## config.mk

```make
export PLATFORM = sky130hd
export DESIGN_NAME = dma_rearm_top
export DESIGN_NICKNAME = d
export VERILOG_FILES = /design/src/hw/dma_rearm_reg_pkg.sv /design/src/hw/dma_rearm_axi_pkg.sv /design/src/hw/reg_decode.sv /design/src/hw/buffer_sequencer.sv /design/src/hw/descriptor_writer.sv /design/src/hw/dma_rearm_top.sv
export VERILOG_INCLUDE_DIRS = /design/src /design/src/hw
export SDC_FILE = /design/constraint.sdc
export NUM_CORES = 2
export LEC_CHECK = 0
export ABC_AREA = 0
export BUFFER_PORTS_ARGS = -buffer_cell sky130_fd_sc_hd__buf_4
export CORE_MARGIN = 1.5
export CORE_UTILIZATION = 45
export DETAILED_ROUTE_END_ITERATION = 8
export GPL_TIMING_DRIVEN = 0
export SLEW_MARGIN = 10
export SYNTH_ARGS = -nofsm -noshare
export SYNTH_HDL_FRONTEND = slang
export SYNTH_SLANG_ARGS = --single-unit
export TNS_END_PERCENT = 20
```

## constraint.sdc

```tcl
create_clock -name M_AXI_ACLK -period 10.9 [get_ports M_AXI_ACLK]
set_input_delay 0.545 -clock M_AXI_ACLK [delete_from_list [all_inputs] [get_ports M_AXI_ACLK]]
set_output_delay 0.545 -clock M_AXI_ACLK [all_outputs]
set_load 0.01 [all_outputs]
```

## src/hw/dma_rearm_defines.svh

```systemverilog
`ifndef DMA_REARM_DEFINES_SVH
`define DMA_REARM_DEFINES_SVH

// Bus widths
`define DATA_W 32
`define ADDR_W 32
`define REG_NUM 32

// Host register map, index 0 is the top chip-enable bit
`define REG_LEN 0
`define REG_PUSH 1
`define REG_BASE 2
`define REG_COUNT 3
`define REG_LEVEL 4

`define QUEUE_DEPTH 8
`define WINDOW_BYTES 32'h0040_0000

// Descriptor program targets, in issue order
`define DESC_ADDR_0 32'h7900_000C
`define DESC_ADDR_1 32'h4040_0030
`define DESC_ADDR_2 32'h4040_0034
`define DESC_ADDR_3 32'h4040_0048
`define DESC_ADDR_4 32'h4040_0058
`define DESC_ADDR_5 32'h7900_000C
`define DESC_CTRL_A 32'h0000_1001
`define DESC_CTRL_B 32'h0000_1000
`define DESC_MASK 32'hFFFF_FFFF
`define DESC_KICK_BASE 32'h0001_0000
`define DESC_COUNT 6

`endif

```

## src/hw/dma_rearm_reg_pkg.sv

```systemverilog
`include "dma_rearm_defines.svh"

package dma_rearm_reg_pkg;

  // Register number decoded from the chip enables
  typedef logic [4:0] reg_index_t;

  // One host write, strobe valid for a single cycle
  typedef struct packed {
    logic               wr;
    reg_index_t         idx;
    logic [`DATA_W-1:0] data;
  } reg_write_t;

  // Sequencer state as seen by the host
  typedef struct packed {
    logic [`DATA_W-1:0] len;
    logic [`ADDR_W-1:0] base;
    logic [`DATA_W-1:0] count;
    logic [3:0]         level;
  } seq_status_t;

endpackage

```

## src/hw/dma_rearm_axi_pkg.sv

```systemverilog
`include "dma_rearm_defines.svh"

package dma_rearm_axi_pkg;

  // Master side of the AXI4-Lite write channels
  typedef struct packed {
    logic [`ADDR_W-1:0] awaddr;
    logic               awvalid;
    logic [`DATA_W-1:0] wdata;
    logic               wvalid;
    logic               bready;
  } axi_write_req_t;

  // Slave side of the AXI4-Lite write channels
  typedef struct packed {
    logic       awready;
    logic       wready;
    logic       bvalid;
    logic [1:0] bresp;
  } axi_write_rsp_t;

  // One DMA block to program
  typedef struct packed {
    logic [`ADDR_W-1:0] addr;
    logic [`DATA_W-1:0] len_words;
  } desc_req_t;

endpackage

```

## src/hw/reg_decode.sv

```systemverilog
`include "dma_rearm_defines.svh"

module reg_decode
  import dma_rearm_reg_pkg::*;
(
  input  logic               M_AXI_ACLK,
  input  logic               M_AXI_ARESETN,
  input  logic [`REG_NUM-1:0] bus_wr_ce,
  input  logic [`REG_NUM-1:0] bus_rd_ce,
  input  logic [`DATA_W-1:0] bus_wdata,
  input  seq_status_t        status,
  output reg_write_t         reg_wr,
  output logic [`DATA_W-1:0] bus_rdata,
  output logic               bus_wr_ack,
  output logic               bus_rd_ack
);

  logic [`REG_NUM-1:0] ce_sel;
  reg_index_t          ce_idx;
  reg_index_t          idx_q;
  logic [`DATA_W-1:0]  wdata_q;
  logic [`DATA_W-1:0]  rd_mux;
  logic                sel_q;
  logic                sel_d;
  logic                sel_2d;
  logic                rd_q;
  logic                ce_first;
  logic                ack_s;

  // Read enables win over write enables
  assign ce_sel   = (bus_rd_ce == '0) ? bus_wr_ce : bus_rd_ce;
  assign ce_first = (|ce_sel) & ~sel_q;
  assign ack_s    = sel_d & ~sel_2d;

  // One-hot to index, anything else lands on the unused slot 31
  always_comb
  begin
    ce_idx = reg_index_t'(`REG_NUM - 1);
    if ($onehot(ce_sel))
    begin
      for (int i = 0; i < `REG_NUM; i++)
      begin
        if (ce_sel[`REG_NUM-1-i])
          ce_idx = reg_index_t'(i);
      end
    end
  end

  always_comb
  begin
    case (idx_q)
      reg_index_t'(`REG_LEN):   rd_mux = status.len;
      reg_index_t'(`REG_BASE):  rd_mux = status.base;
      reg_index_t'(`REG_COUNT): rd_mux = status.count;
      reg_index_t'(`REG_LEVEL): rd_mux = `DATA_W'(status.level);
      default:                  rd_mux = '0;
    endcase
  end

  always_ff @(posedge M_AXI_ACLK)
  begin
    if (!M_AXI_ARESETN)
    begin
      sel_q      <= 1'b0;
      sel_d      <= 1'b0;
      sel_2d     <= 1'b0;
      rd_q       <= 1'b0;
      bus_wr_ack <= 1'b0;
      bus_rd_ack <= 1'b0;
    end
    else
    begin
      sel_q  <= |ce_sel;
      sel_d  <= sel_q;
      sel_2d <= sel_d;
      if (ce_first)
        rd_q <= |bus_rd_ce;
      bus_wr_ack <= ack_s & ~rd_q;
      bus_rd_ack <= ack_s & rd_q;
    end
  end

  always_ff @(posedge M_AXI_ACLK)
  begin
    if (ce_first)
    begin
      idx_q   <= ce_idx;
      wdata_q <= bus_wdata;
    end
    bus_rdata <= rd_mux;
  end

  // Write strobe lines up with the write acknowledge
  assign reg_wr = '{wr: bus_wr_ack, idx: idx_q, data: wdata_q};

  // Host drives one access type at a time
  a_ce_exclusive: assert property (@(posedge M_AXI_ACLK) disable iff (!M_AXI_ARESETN)
    !((|bus_wr_ce) && (|bus_rd_ce)));

endmodule

```

## src/hw/buffer_sequencer.sv

```systemverilog
`include "dma_rearm_defines.svh"

module buffer_sequencer
  import dma_rearm_reg_pkg::*;
  import dma_rearm_axi_pkg::*;
(
  input  logic        M_AXI_ACLK,
  input  logic        M_AXI_ARESETN,
  input  reg_write_t  reg_wr,
  input  logic        irq_dma,
  input  logic        desc_busy,
  output logic        desc_start,
  output desc_req_t   desc,
  output seq_status_t status
);

  localparam int PTR_W = $clog2(`QUEUE_DEPTH);

  logic [`DATA_W-1:0]   len_q;
  logic [`ADDR_W-1:0]   base_q;
  logic [`DATA_W-1:0]   count_q;
  logic [`ADDR_W-1:0]   queue_mem [`QUEUE_DEPTH];
  logic [PTR_W-1:0]     wr_ptr;
  logic [PTR_W-1:0]     rd_ptr;
  logic [3:0]           level_q;
  logic                 irq_ff1;
  logic                 irq_ff2;
  logic                 irq_d;
  logic                 irq_pulse;
  logic                 push;
  logic                 pop;
  logic                 launch;
  logic                 wrap;
  logic [`DATA_W-1:0]   blk_off;
  logic [2*`DATA_W-1:0] next_off;

  //////////////////////////////
  // Interrupt edge
  //////////////////////////////
  assign irq_pulse = irq_ff2 & ~irq_d;

  // A push to a full queue is dropped
  assign push = reg_wr.wr && (reg_wr.idx == reg_index_t'(`REG_PUSH)) &&
                (level_q != 4'(`QUEUE_DEPTH));
  assign pop  = (base_q == '0) && (level_q != '0);

  // Busy writer or empty base swallows the interrupt
  assign launch = irq_pulse && !desc_busy && !desc_start && (base_q != '0);

  //////////////////////////////
  // Window stepping
  //////////////////////////////
  assign blk_off  = {len_q[`DATA_W-3:0], 2'b00} * count_q;
  assign next_off = {len_q, 2'b00} * (count_q + 1);
  assign wrap     = next_off >= `WINDOW_BYTES;

  always_ff @(posedge M_AXI_ACLK)
  begin
    if (!M_AXI_ARESETN)
    begin
      irq_ff1    <= 1'b0;
      irq_ff2    <= 1'b0;
      irq_d      <= 1'b0;
      len_q      <= '0;
      base_q     <= '0;
      count_q    <= '0;
      wr_ptr     <= '0;
      rd_ptr     <= '0;
      level_q    <= '0;
      desc_start <= 1'b0;
    end
    else
    begin
      irq_ff1    <= irq_dma;
      irq_ff2    <= irq_ff1;
      irq_d      <= irq_ff2;
      desc_start <= launch;
      if (reg_wr.wr && (reg_wr.idx == reg_index_t'(`REG_LEN)))
        len_q <= reg_wr.data;
      if (push)
        wr_ptr <= wr_ptr + 1'b1;
      if (pop)
      begin
        base_q <= queue_mem[rd_ptr];
        rd_ptr <= rd_ptr + 1'b1;
      end
      else if (launch && wrap)
        base_q <= '0;
      if (launch)
        count_q <= wrap ? '0 : count_q + 1'b1;
      level_q <= level_q + 4'(push) - 4'(pop);
    end
  end

  always_ff @(posedge M_AXI_ACLK)
  begin
    if (push)
      queue_mem[wr_ptr] <= reg_wr.data;
    if (launch)
      desc <= '{addr: base_q + blk_off, len_words: len_q};
  end

  assign status = '{len: len_q, base: base_q, count: count_q, level: level_q};

  // Level stays in range and agrees with the pointer distance
  a_level_bound: assert property (@(posedge M_AXI_ACLK) disable iff (!M_AXI_ARESETN)
    (level_q <= 4'(`QUEUE_DEPTH)) && (level_q[PTR_W-1:0] == PTR_W'(wr_ptr - rd_ptr)));

endmodule

```

## src/hw/descriptor_writer.sv

```systemverilog
`include "dma_rearm_defines.svh"

module descriptor_writer
  import dma_rearm_axi_pkg::*;
(
  input  logic           M_AXI_ACLK,
  input  logic           M_AXI_ARESETN,
  input  logic           desc_start,
  input  desc_req_t      desc,
  input  axi_write_rsp_t axi_rsp,
  output axi_write_req_t axi_req,
  output logic           desc_busy
);

  localparam int IDX_W = $clog2(`DESC_COUNT + 1);

  desc_req_t          desc_q;
  logic [IDX_W-1:0]   idx_q;
  logic               issue_q;
  logic               awvalid_q;
  logic               wvalid_q;
  logic               bready_q;
  logic [`ADDR_W-1:0] wr_addr;
  logic [`DATA_W-1:0] wr_data;
  logic [`DATA_W-1:0] kick_word;

  // Burst size in 8-byte beats, minus one, on top of the kick bit
  assign kick_word = ({desc_q.len_words[`DATA_W-3:0], 2'b00} >> 3) - 1 + `DESC_KICK_BASE;

  //////////////////////////////
  // Descriptor program
  //////////////////////////////
  always_comb
  begin
    case (idx_q)
      IDX_W'(0): wr_addr = `DESC_ADDR_0;
      IDX_W'(1): wr_addr = `DESC_ADDR_1;
      IDX_W'(2): wr_addr = `DESC_ADDR_2;
      IDX_W'(3): wr_addr = `DESC_ADDR_3;
      IDX_W'(4): wr_addr = `DESC_ADDR_4;
      IDX_W'(5): wr_addr = `DESC_ADDR_5;
      default:   wr_addr = '0;
    endcase
  end

  always_comb
  begin
    case (idx_q)
      IDX_W'(1): wr_data = `DESC_CTRL_A;
      IDX_W'(2): wr_data = `DESC_CTRL_B;
      IDX_W'(3): wr_data = desc_q.addr;
      IDX_W'(4): wr_data = `DESC_MASK;
      IDX_W'(5): wr_data = kick_word;
      default:   wr_data = '0;
    endcase
  end

  //////////////////////////////
  // AW / W / B handshakes
  //////////////////////////////
  always_ff @(posedge M_AXI_ACLK)
  begin
    if (!M_AXI_ARESETN)
    begin
      desc_busy <= 1'b0;
      idx_q     <= '0;
      issue_q   <= 1'b0;
      awvalid_q <= 1'b0;
      wvalid_q  <= 1'b0;
      bready_q  <= 1'b0;
    end
    else
    begin
      issue_q <= 1'b0;
      if (desc_start)
      begin
        desc_busy <= 1'b1;
        idx_q     <= '0;
        awvalid_q <= 1'b1;
        wvalid_q  <= 1'b1;
        bready_q  <= 1'b1;
      end
      else if (issue_q)
      begin
        // Index past the last write closes the descriptor
        if (idx_q == IDX_W'(`DESC_COUNT))
          desc_busy <= 1'b0;
        else
        begin
          awvalid_q <= 1'b1;
          wvalid_q  <= 1'b1;
          bready_q  <= 1'b1;
        end
      end
      else
      begin
        if (awvalid_q && axi_rsp.awready)
          awvalid_q <= 1'b0;
        if (wvalid_q && axi_rsp.wready)
          wvalid_q <= 1'b0;
        if (bready_q && axi_rsp.bvalid)
        begin
          bready_q <= 1'b0;
          idx_q    <= idx_q + 1'b1;
          issue_q  <= 1'b1;
        end
      end
    end
  end

  always_ff @(posedge M_AXI_ACLK)
  begin
    if (desc_start)
      desc_q <= desc;
  end

  assign axi_req = '{awaddr: wr_addr, awvalid: awvalid_q, wdata: wr_data,
                     wvalid: wvalid_q, bready: bready_q};

  a_start_idle: assert property (@(posedge M_AXI_ACLK) disable iff (!M_AXI_ARESETN)
    desc_start |-> !desc_busy);

endmodule

```

## src/hw/dma_rearm_top.sv

```systemverilog
`include "dma_rearm_defines.svh"

module dma_rearm_top
  import dma_rearm_reg_pkg::*;
  import dma_rearm_axi_pkg::*;
(
  input  logic                 M_AXI_ACLK,
  input  logic                 M_AXI_ARESETN,
  input  logic [`REG_NUM-1:0]  bus_wr_ce,
  input  logic [`REG_NUM-1:0]  bus_rd_ce,
  input  logic [`DATA_W-1:0]   bus_wdata,
  output logic [`DATA_W-1:0]   bus_rdata,
  output logic                 bus_wr_ack,
  output logic                 bus_rd_ack,
  input  logic                 IRQ_DMA,
  output logic [`ADDR_W-1:0]   M_AXI_AWADDR,
  output logic [2:0]           M_AXI_AWPROT,
  output logic                 M_AXI_AWVALID,
  output logic [`DATA_W-1:0]   M_AXI_WDATA,
  output logic [`DATA_W/8-1:0] M_AXI_WSTRB,
  output logic                 M_AXI_WVALID,
  output logic                 M_AXI_BREADY,
  input  logic                 M_AXI_AWREADY,
  input  logic                 M_AXI_WREADY,
  input  logic                 M_AXI_BVALID,
  input  logic [1:0]           M_AXI_BRESP
);

  reg_write_t     reg_wr;
  seq_status_t    status;
  desc_req_t      desc;
  logic           desc_start;
  logic           desc_busy;
  axi_write_req_t axi_req;
  axi_write_rsp_t axi_rsp;

  // AXI port packing
  assign axi_rsp = '{awready: M_AXI_AWREADY, wready: M_AXI_WREADY,
                     bvalid: M_AXI_BVALID, bresp: M_AXI_BRESP};
  assign M_AXI_AWADDR  = axi_req.awaddr;
  assign M_AXI_AWVALID = axi_req.awvalid;
  assign M_AXI_WDATA   = axi_req.wdata;
  assign M_AXI_WVALID  = axi_req.wvalid;
  assign M_AXI_BREADY  = axi_req.bready;
  assign M_AXI_AWPROT  = 3'b000;
  assign M_AXI_WSTRB   = '1;

  reg_decode u_reg_decode (.*);

  buffer_sequencer u_buffer_sequencer (.*, .irq_dma(IRQ_DMA));

  descriptor_writer u_descriptor_writer (.*);

endmodule

```

==> results.py <==
metrics = {
    "setup_path": {
        "cp_max_fo": 10,
        "path_class": "flop to flop",
        "critPathLaunchType": "flop",
        "cp.arrival_ps": 11630,
        "crit_slowest_cell": "dfxtp_1",
        "slowest_delay_ps": 1050,
        "cp-end-kind": "flop",
        "crit_required_ps": 11440,
        "worst_path_most_repeated_cell": "fa_1",
    },
    "logic_synthesis": {
        "yosys_register_bits": 574,
        "yosys.area.top_type": "fa_1",
        "synthDistinctLibCells": 90,
        "syn_inst": 7520,
        "synth_top_area_frac": 0.3532,
        "synth.avg_cell_area_sq_um": 9.836,
        "synth_flop_cell": "edfxtp_1",
        "yosys_warnings": 0,
        "syn_area_sq_um": 73970,
        "synth_seq_area_share": 0.2115,
        "yosys-top-cells-area": "fa_1 (35%), edfxtp_1 (17%), ha_1 (7.5%), inv_1 (7.0%), and2_1 (5.9%)",
        "synth_edf_count": 415,
        "synth-async-reset-ratio": 0,
    },
    "global_routing": {
        "grt_max_degree": 61,
        "grt_use_met1": 0.4935,
        "antenna_found_initial": 39,
        "globalRoute.totalOverflow": 0,
        "grt_pass1_wl_um": 414700,
        "use_met3": 0.1150,
        "grt-busiest-layer": "met1",
        "grt_pass1_vias": 57330,
        "grt_use_total": 0.3498,
        "use_met2": 0.4920,
    },
    "final_layout": {
        "num-fill-cells": 15170,
        "ff_latch_area_sq_um": 15660,
        "design_area_sq_um": 82310,
        "layout-drive-gt1-share": 0.08943,
        "area_growth_pct": 11.27,
        "multi_input_area_sq_um": 52240,
        "nets": 9691,
        "post-route-util": 0.5051,
    },
    "placement": {
        "gp_congestion": 1.032,
        "place_ws_ps": -3519,
        "portBuffers": 181,
        "hpwl_um": 233000,
        "dpl_cell_area_sq_um": 78620,
    },
    "detailed_routing": {
        "drtPass1Iterations": 9,
        "routed_via_density": 5.649,
        "vias": 56960,
        "first_iter_violations": 6393,
        "final_antenna_net_count": 0,
        "wl_per_cell_um": 28.86,
        "drcViolationCount": 0,
        "wl_um": 291000,
    },
    "sta": {
        "finalMaxSlewViolations": 0,
        "min_period_over_period": 1.017,
        "setup_viol": 61,
        "skew_ps": 36.89,
        "tightest_slew_ps": 1440,
        "setup_ws_ps": -187.5,
        "hold_viol_final": 0,
        "slew_headroom": 0.03970,
        "fmax_mhz": 90.19,
        "finalCriticalPeriod_ps": 11090,
    },
    "power": {
        "ir_drop_mv": 0.1262,
        "p_per_area_nw_per_um2": 69.07,
        "p_leak_nw": 38.04,
    },
    "floorplan": {
        "fp-row-count": 148,
        "core_sq_um": 163000,
        "die_y_um": 408.4,
        "die_w_um": 408.4,
        "start_util": 0.4539,
        "dieArea_sq_um": 166800,
        "ios": 212,
    },
    "worst_hold_path": {
        "hold_class": "input pin to flop",
    },
    "clock_tree": {
        "insertion_delay_ps": 650,
        "clock-root-buffer": "clkbuf_16",
        "numClockSinks": 574,
        "cts_buffer_depth": 3,
        "cts.clk_slew.worst_paths_ps": 70,
        "numCtsBuffers": 54,
        "cts_tree": "built",
        "cts_hold_buffers": 0,
        "h-tree-depth": 2,
    },
    "flow_run": {
        "maxCapViolations": 0,
    },
    "status": {
        "status": "complete, but fails checks",
        "violations": "setup timing",
    },
}
==> sequential cells by signal (all words and copies together), names as in the netlist, 3 cells and up, named ones only <==
name / count
u_buffer_sequencer.base_q: 32
u_buffer_sequencer.count_q: 32
u_buffer_sequencer.desc: 61
u_buffer_sequencer.len_q: 32
u_buffer_sequencer.level_q: 4
u_buffer_sequencer.queue_mem: 256
u_buffer_sequencer.rd_ptr: 3
u_buffer_sequencer.wr_ptr: 3
u_descriptor_writer.desc_q: 61
u_descriptor_writer.idx_q: 3
u_reg_decode.bus_rdata: 32
u_reg_decode.idx_q: 5
u_reg_decode.wdata_q: 32
==> layout by cell type (no fill, tap or decap), types with 64 or more instances in the layout <==
cell and n:
dfxtp_1 155, mux4_2 64, mux2i_1 72, a21oi_1 221, clkbuf_1 285, edfxtp_1 415
and2_1 696, ha_1 435, buf_4 262, o21ai_0 75, inv_1 1378, nand2_1 1074
xnor2_1 127, nor2_1 226, fa_1 1288
==> worst max-delay path: cells and delay by family (launching register included) <==
kind / cells / cell delay (ps)
buffers and inverters: 8 / 2530
flip-flops: 1 / 1050
adder cells (fa/ha/maj): 9 / 4260
AND/OR/NAND/NOR: 8 / 1460
AO/OA/AOI/OAI: 5 / 1610
==> path summary, 6_finish.rpt <==
path / from / end / slack, ps / depth (start not counted)
min: bus_wdata[22] / u_reg_decode.wdata_q[22]$_DFFE_PP_ / 70 / 1
min reg2reg: u_reg_decode.sel_2d$_SDFF_PN0_ / u_reg_decode.bus_wr_ack$_SDFF_PN0_ / 410 / 1
max reg2reg: u_buffer_sequencer.len_q[24]$_SDFFE_PN0P_ / u_buffer_sequencer.count_q[15]$_SDFFE_PN0P_ / -190 / 30
max: u_buffer_sequencer.len_q[24]$_SDFFE_PN0P_ / u_buffer_sequencer.count_q[15]$_SDFFE_PN0P_ / -190 / 30
==> power by group <==
| group | internal, mW | switching, mW | total, mW |
|---|---|---|---|
| logic | 0.444 | 0.611 | 1.06 |
| clock network | 1.06 | 0.909 | 1.96 |
| registers | 2.47 | 0.195 | 2.67 |
==> layer usage <==
metal	vias up	wire length [um]
met5	-	135
li1	23970	-
met4	16	15460
met1	29070	118700
met2	3294	119100
met3	612	37580
==> cells by family (layout without fill, tap and decap cells) <==
| group | Yosys count | in the layout | share of synthesized area |
|---|---|---|---|
| other cells | 2 | 53 | 0.0001015 |
| fa+ha+maj | 1749 | 1749 | 0.4283 |
| xor+xnor | 193 | 193 | 0.02304 |
| simple gates | 2366 | 2367 | 0.1556 |
| buf+inv | 1854 | 2190 | 0.09638 |
| flops | 574 | 574 | 0.2115 |
| mux | 140 | 140 | 0.02980 |
| compound gates | 642 | 642 | 0.05530 |
==> per-stage QoR <==
step | total power, mW | setup TNS, ps | instances | hold slack (ps)
2_1_floorplan | 3.321 | 0 | 7546 | 398.5
3_3_place_gp | 3.718 | -249510 | 9902 | 400.5
5_1_grt | 5.910 | -3507 | 10060 | 48.67
4_1_cts | 5.691 | 0 | 10040 | 44.35
6_report | 5.685 | -5191 | 10080 | 71.81
3_5_place_dp | 3.746 | -218790 | 9922 | 404.5
==> cell usage after synthesis (26+ instances only) <==
cell and count:
a21o_1 36, a21oi_1 230, a221oi_1 28, and2_1 697, and3_1 30, buf_1 26
buf_4 31, clkbuf_1 400, dfxtp_1 159, edfxtp_1 415, fa_1 1305, ha_1 444
inv_1 1378, mux2i_1 74, mux4_2 64, nand2_1 1076, nand2b_1 30, nand3_1 51
nand4_1 36, nor2_1 240, nor2b_1 42, nor3_1 61, nor4_1 31, o21ai_0 84
o21ai_1 52, o22a_1 32, xnor2_1 142, xor2_1 50
==> area by class of cell <==
| class | count | area share |
|---|---|---|
| sequential | 574 | 0.1902 |
| antenna | 25 | 0.0007601 |
| inverter | 1379 | 0.06293 |
| tap | 2175 | 0.03306 |
| multi-input combinational | 5119 | 0.6347 |
| timing repair buffer | 253 | 0.02758 |
| buffer | 457 | 0.02867 |
| clock buffer | 65 | 0.01744 |
| clock inverter | 36 | 0.004652 |
==> repair_timing <==
action / in CTS / in global routing
buffers inserted: 28 / 22
setup endpoints to repair: 64 / 64
pin swaps: 17 / 33
gates resized for setup: 221 / 181
gates cloned: 0 / 3
hold endpoints to repair: 0 / 0
Note: power is estimated with default switching activity, not from simulation.
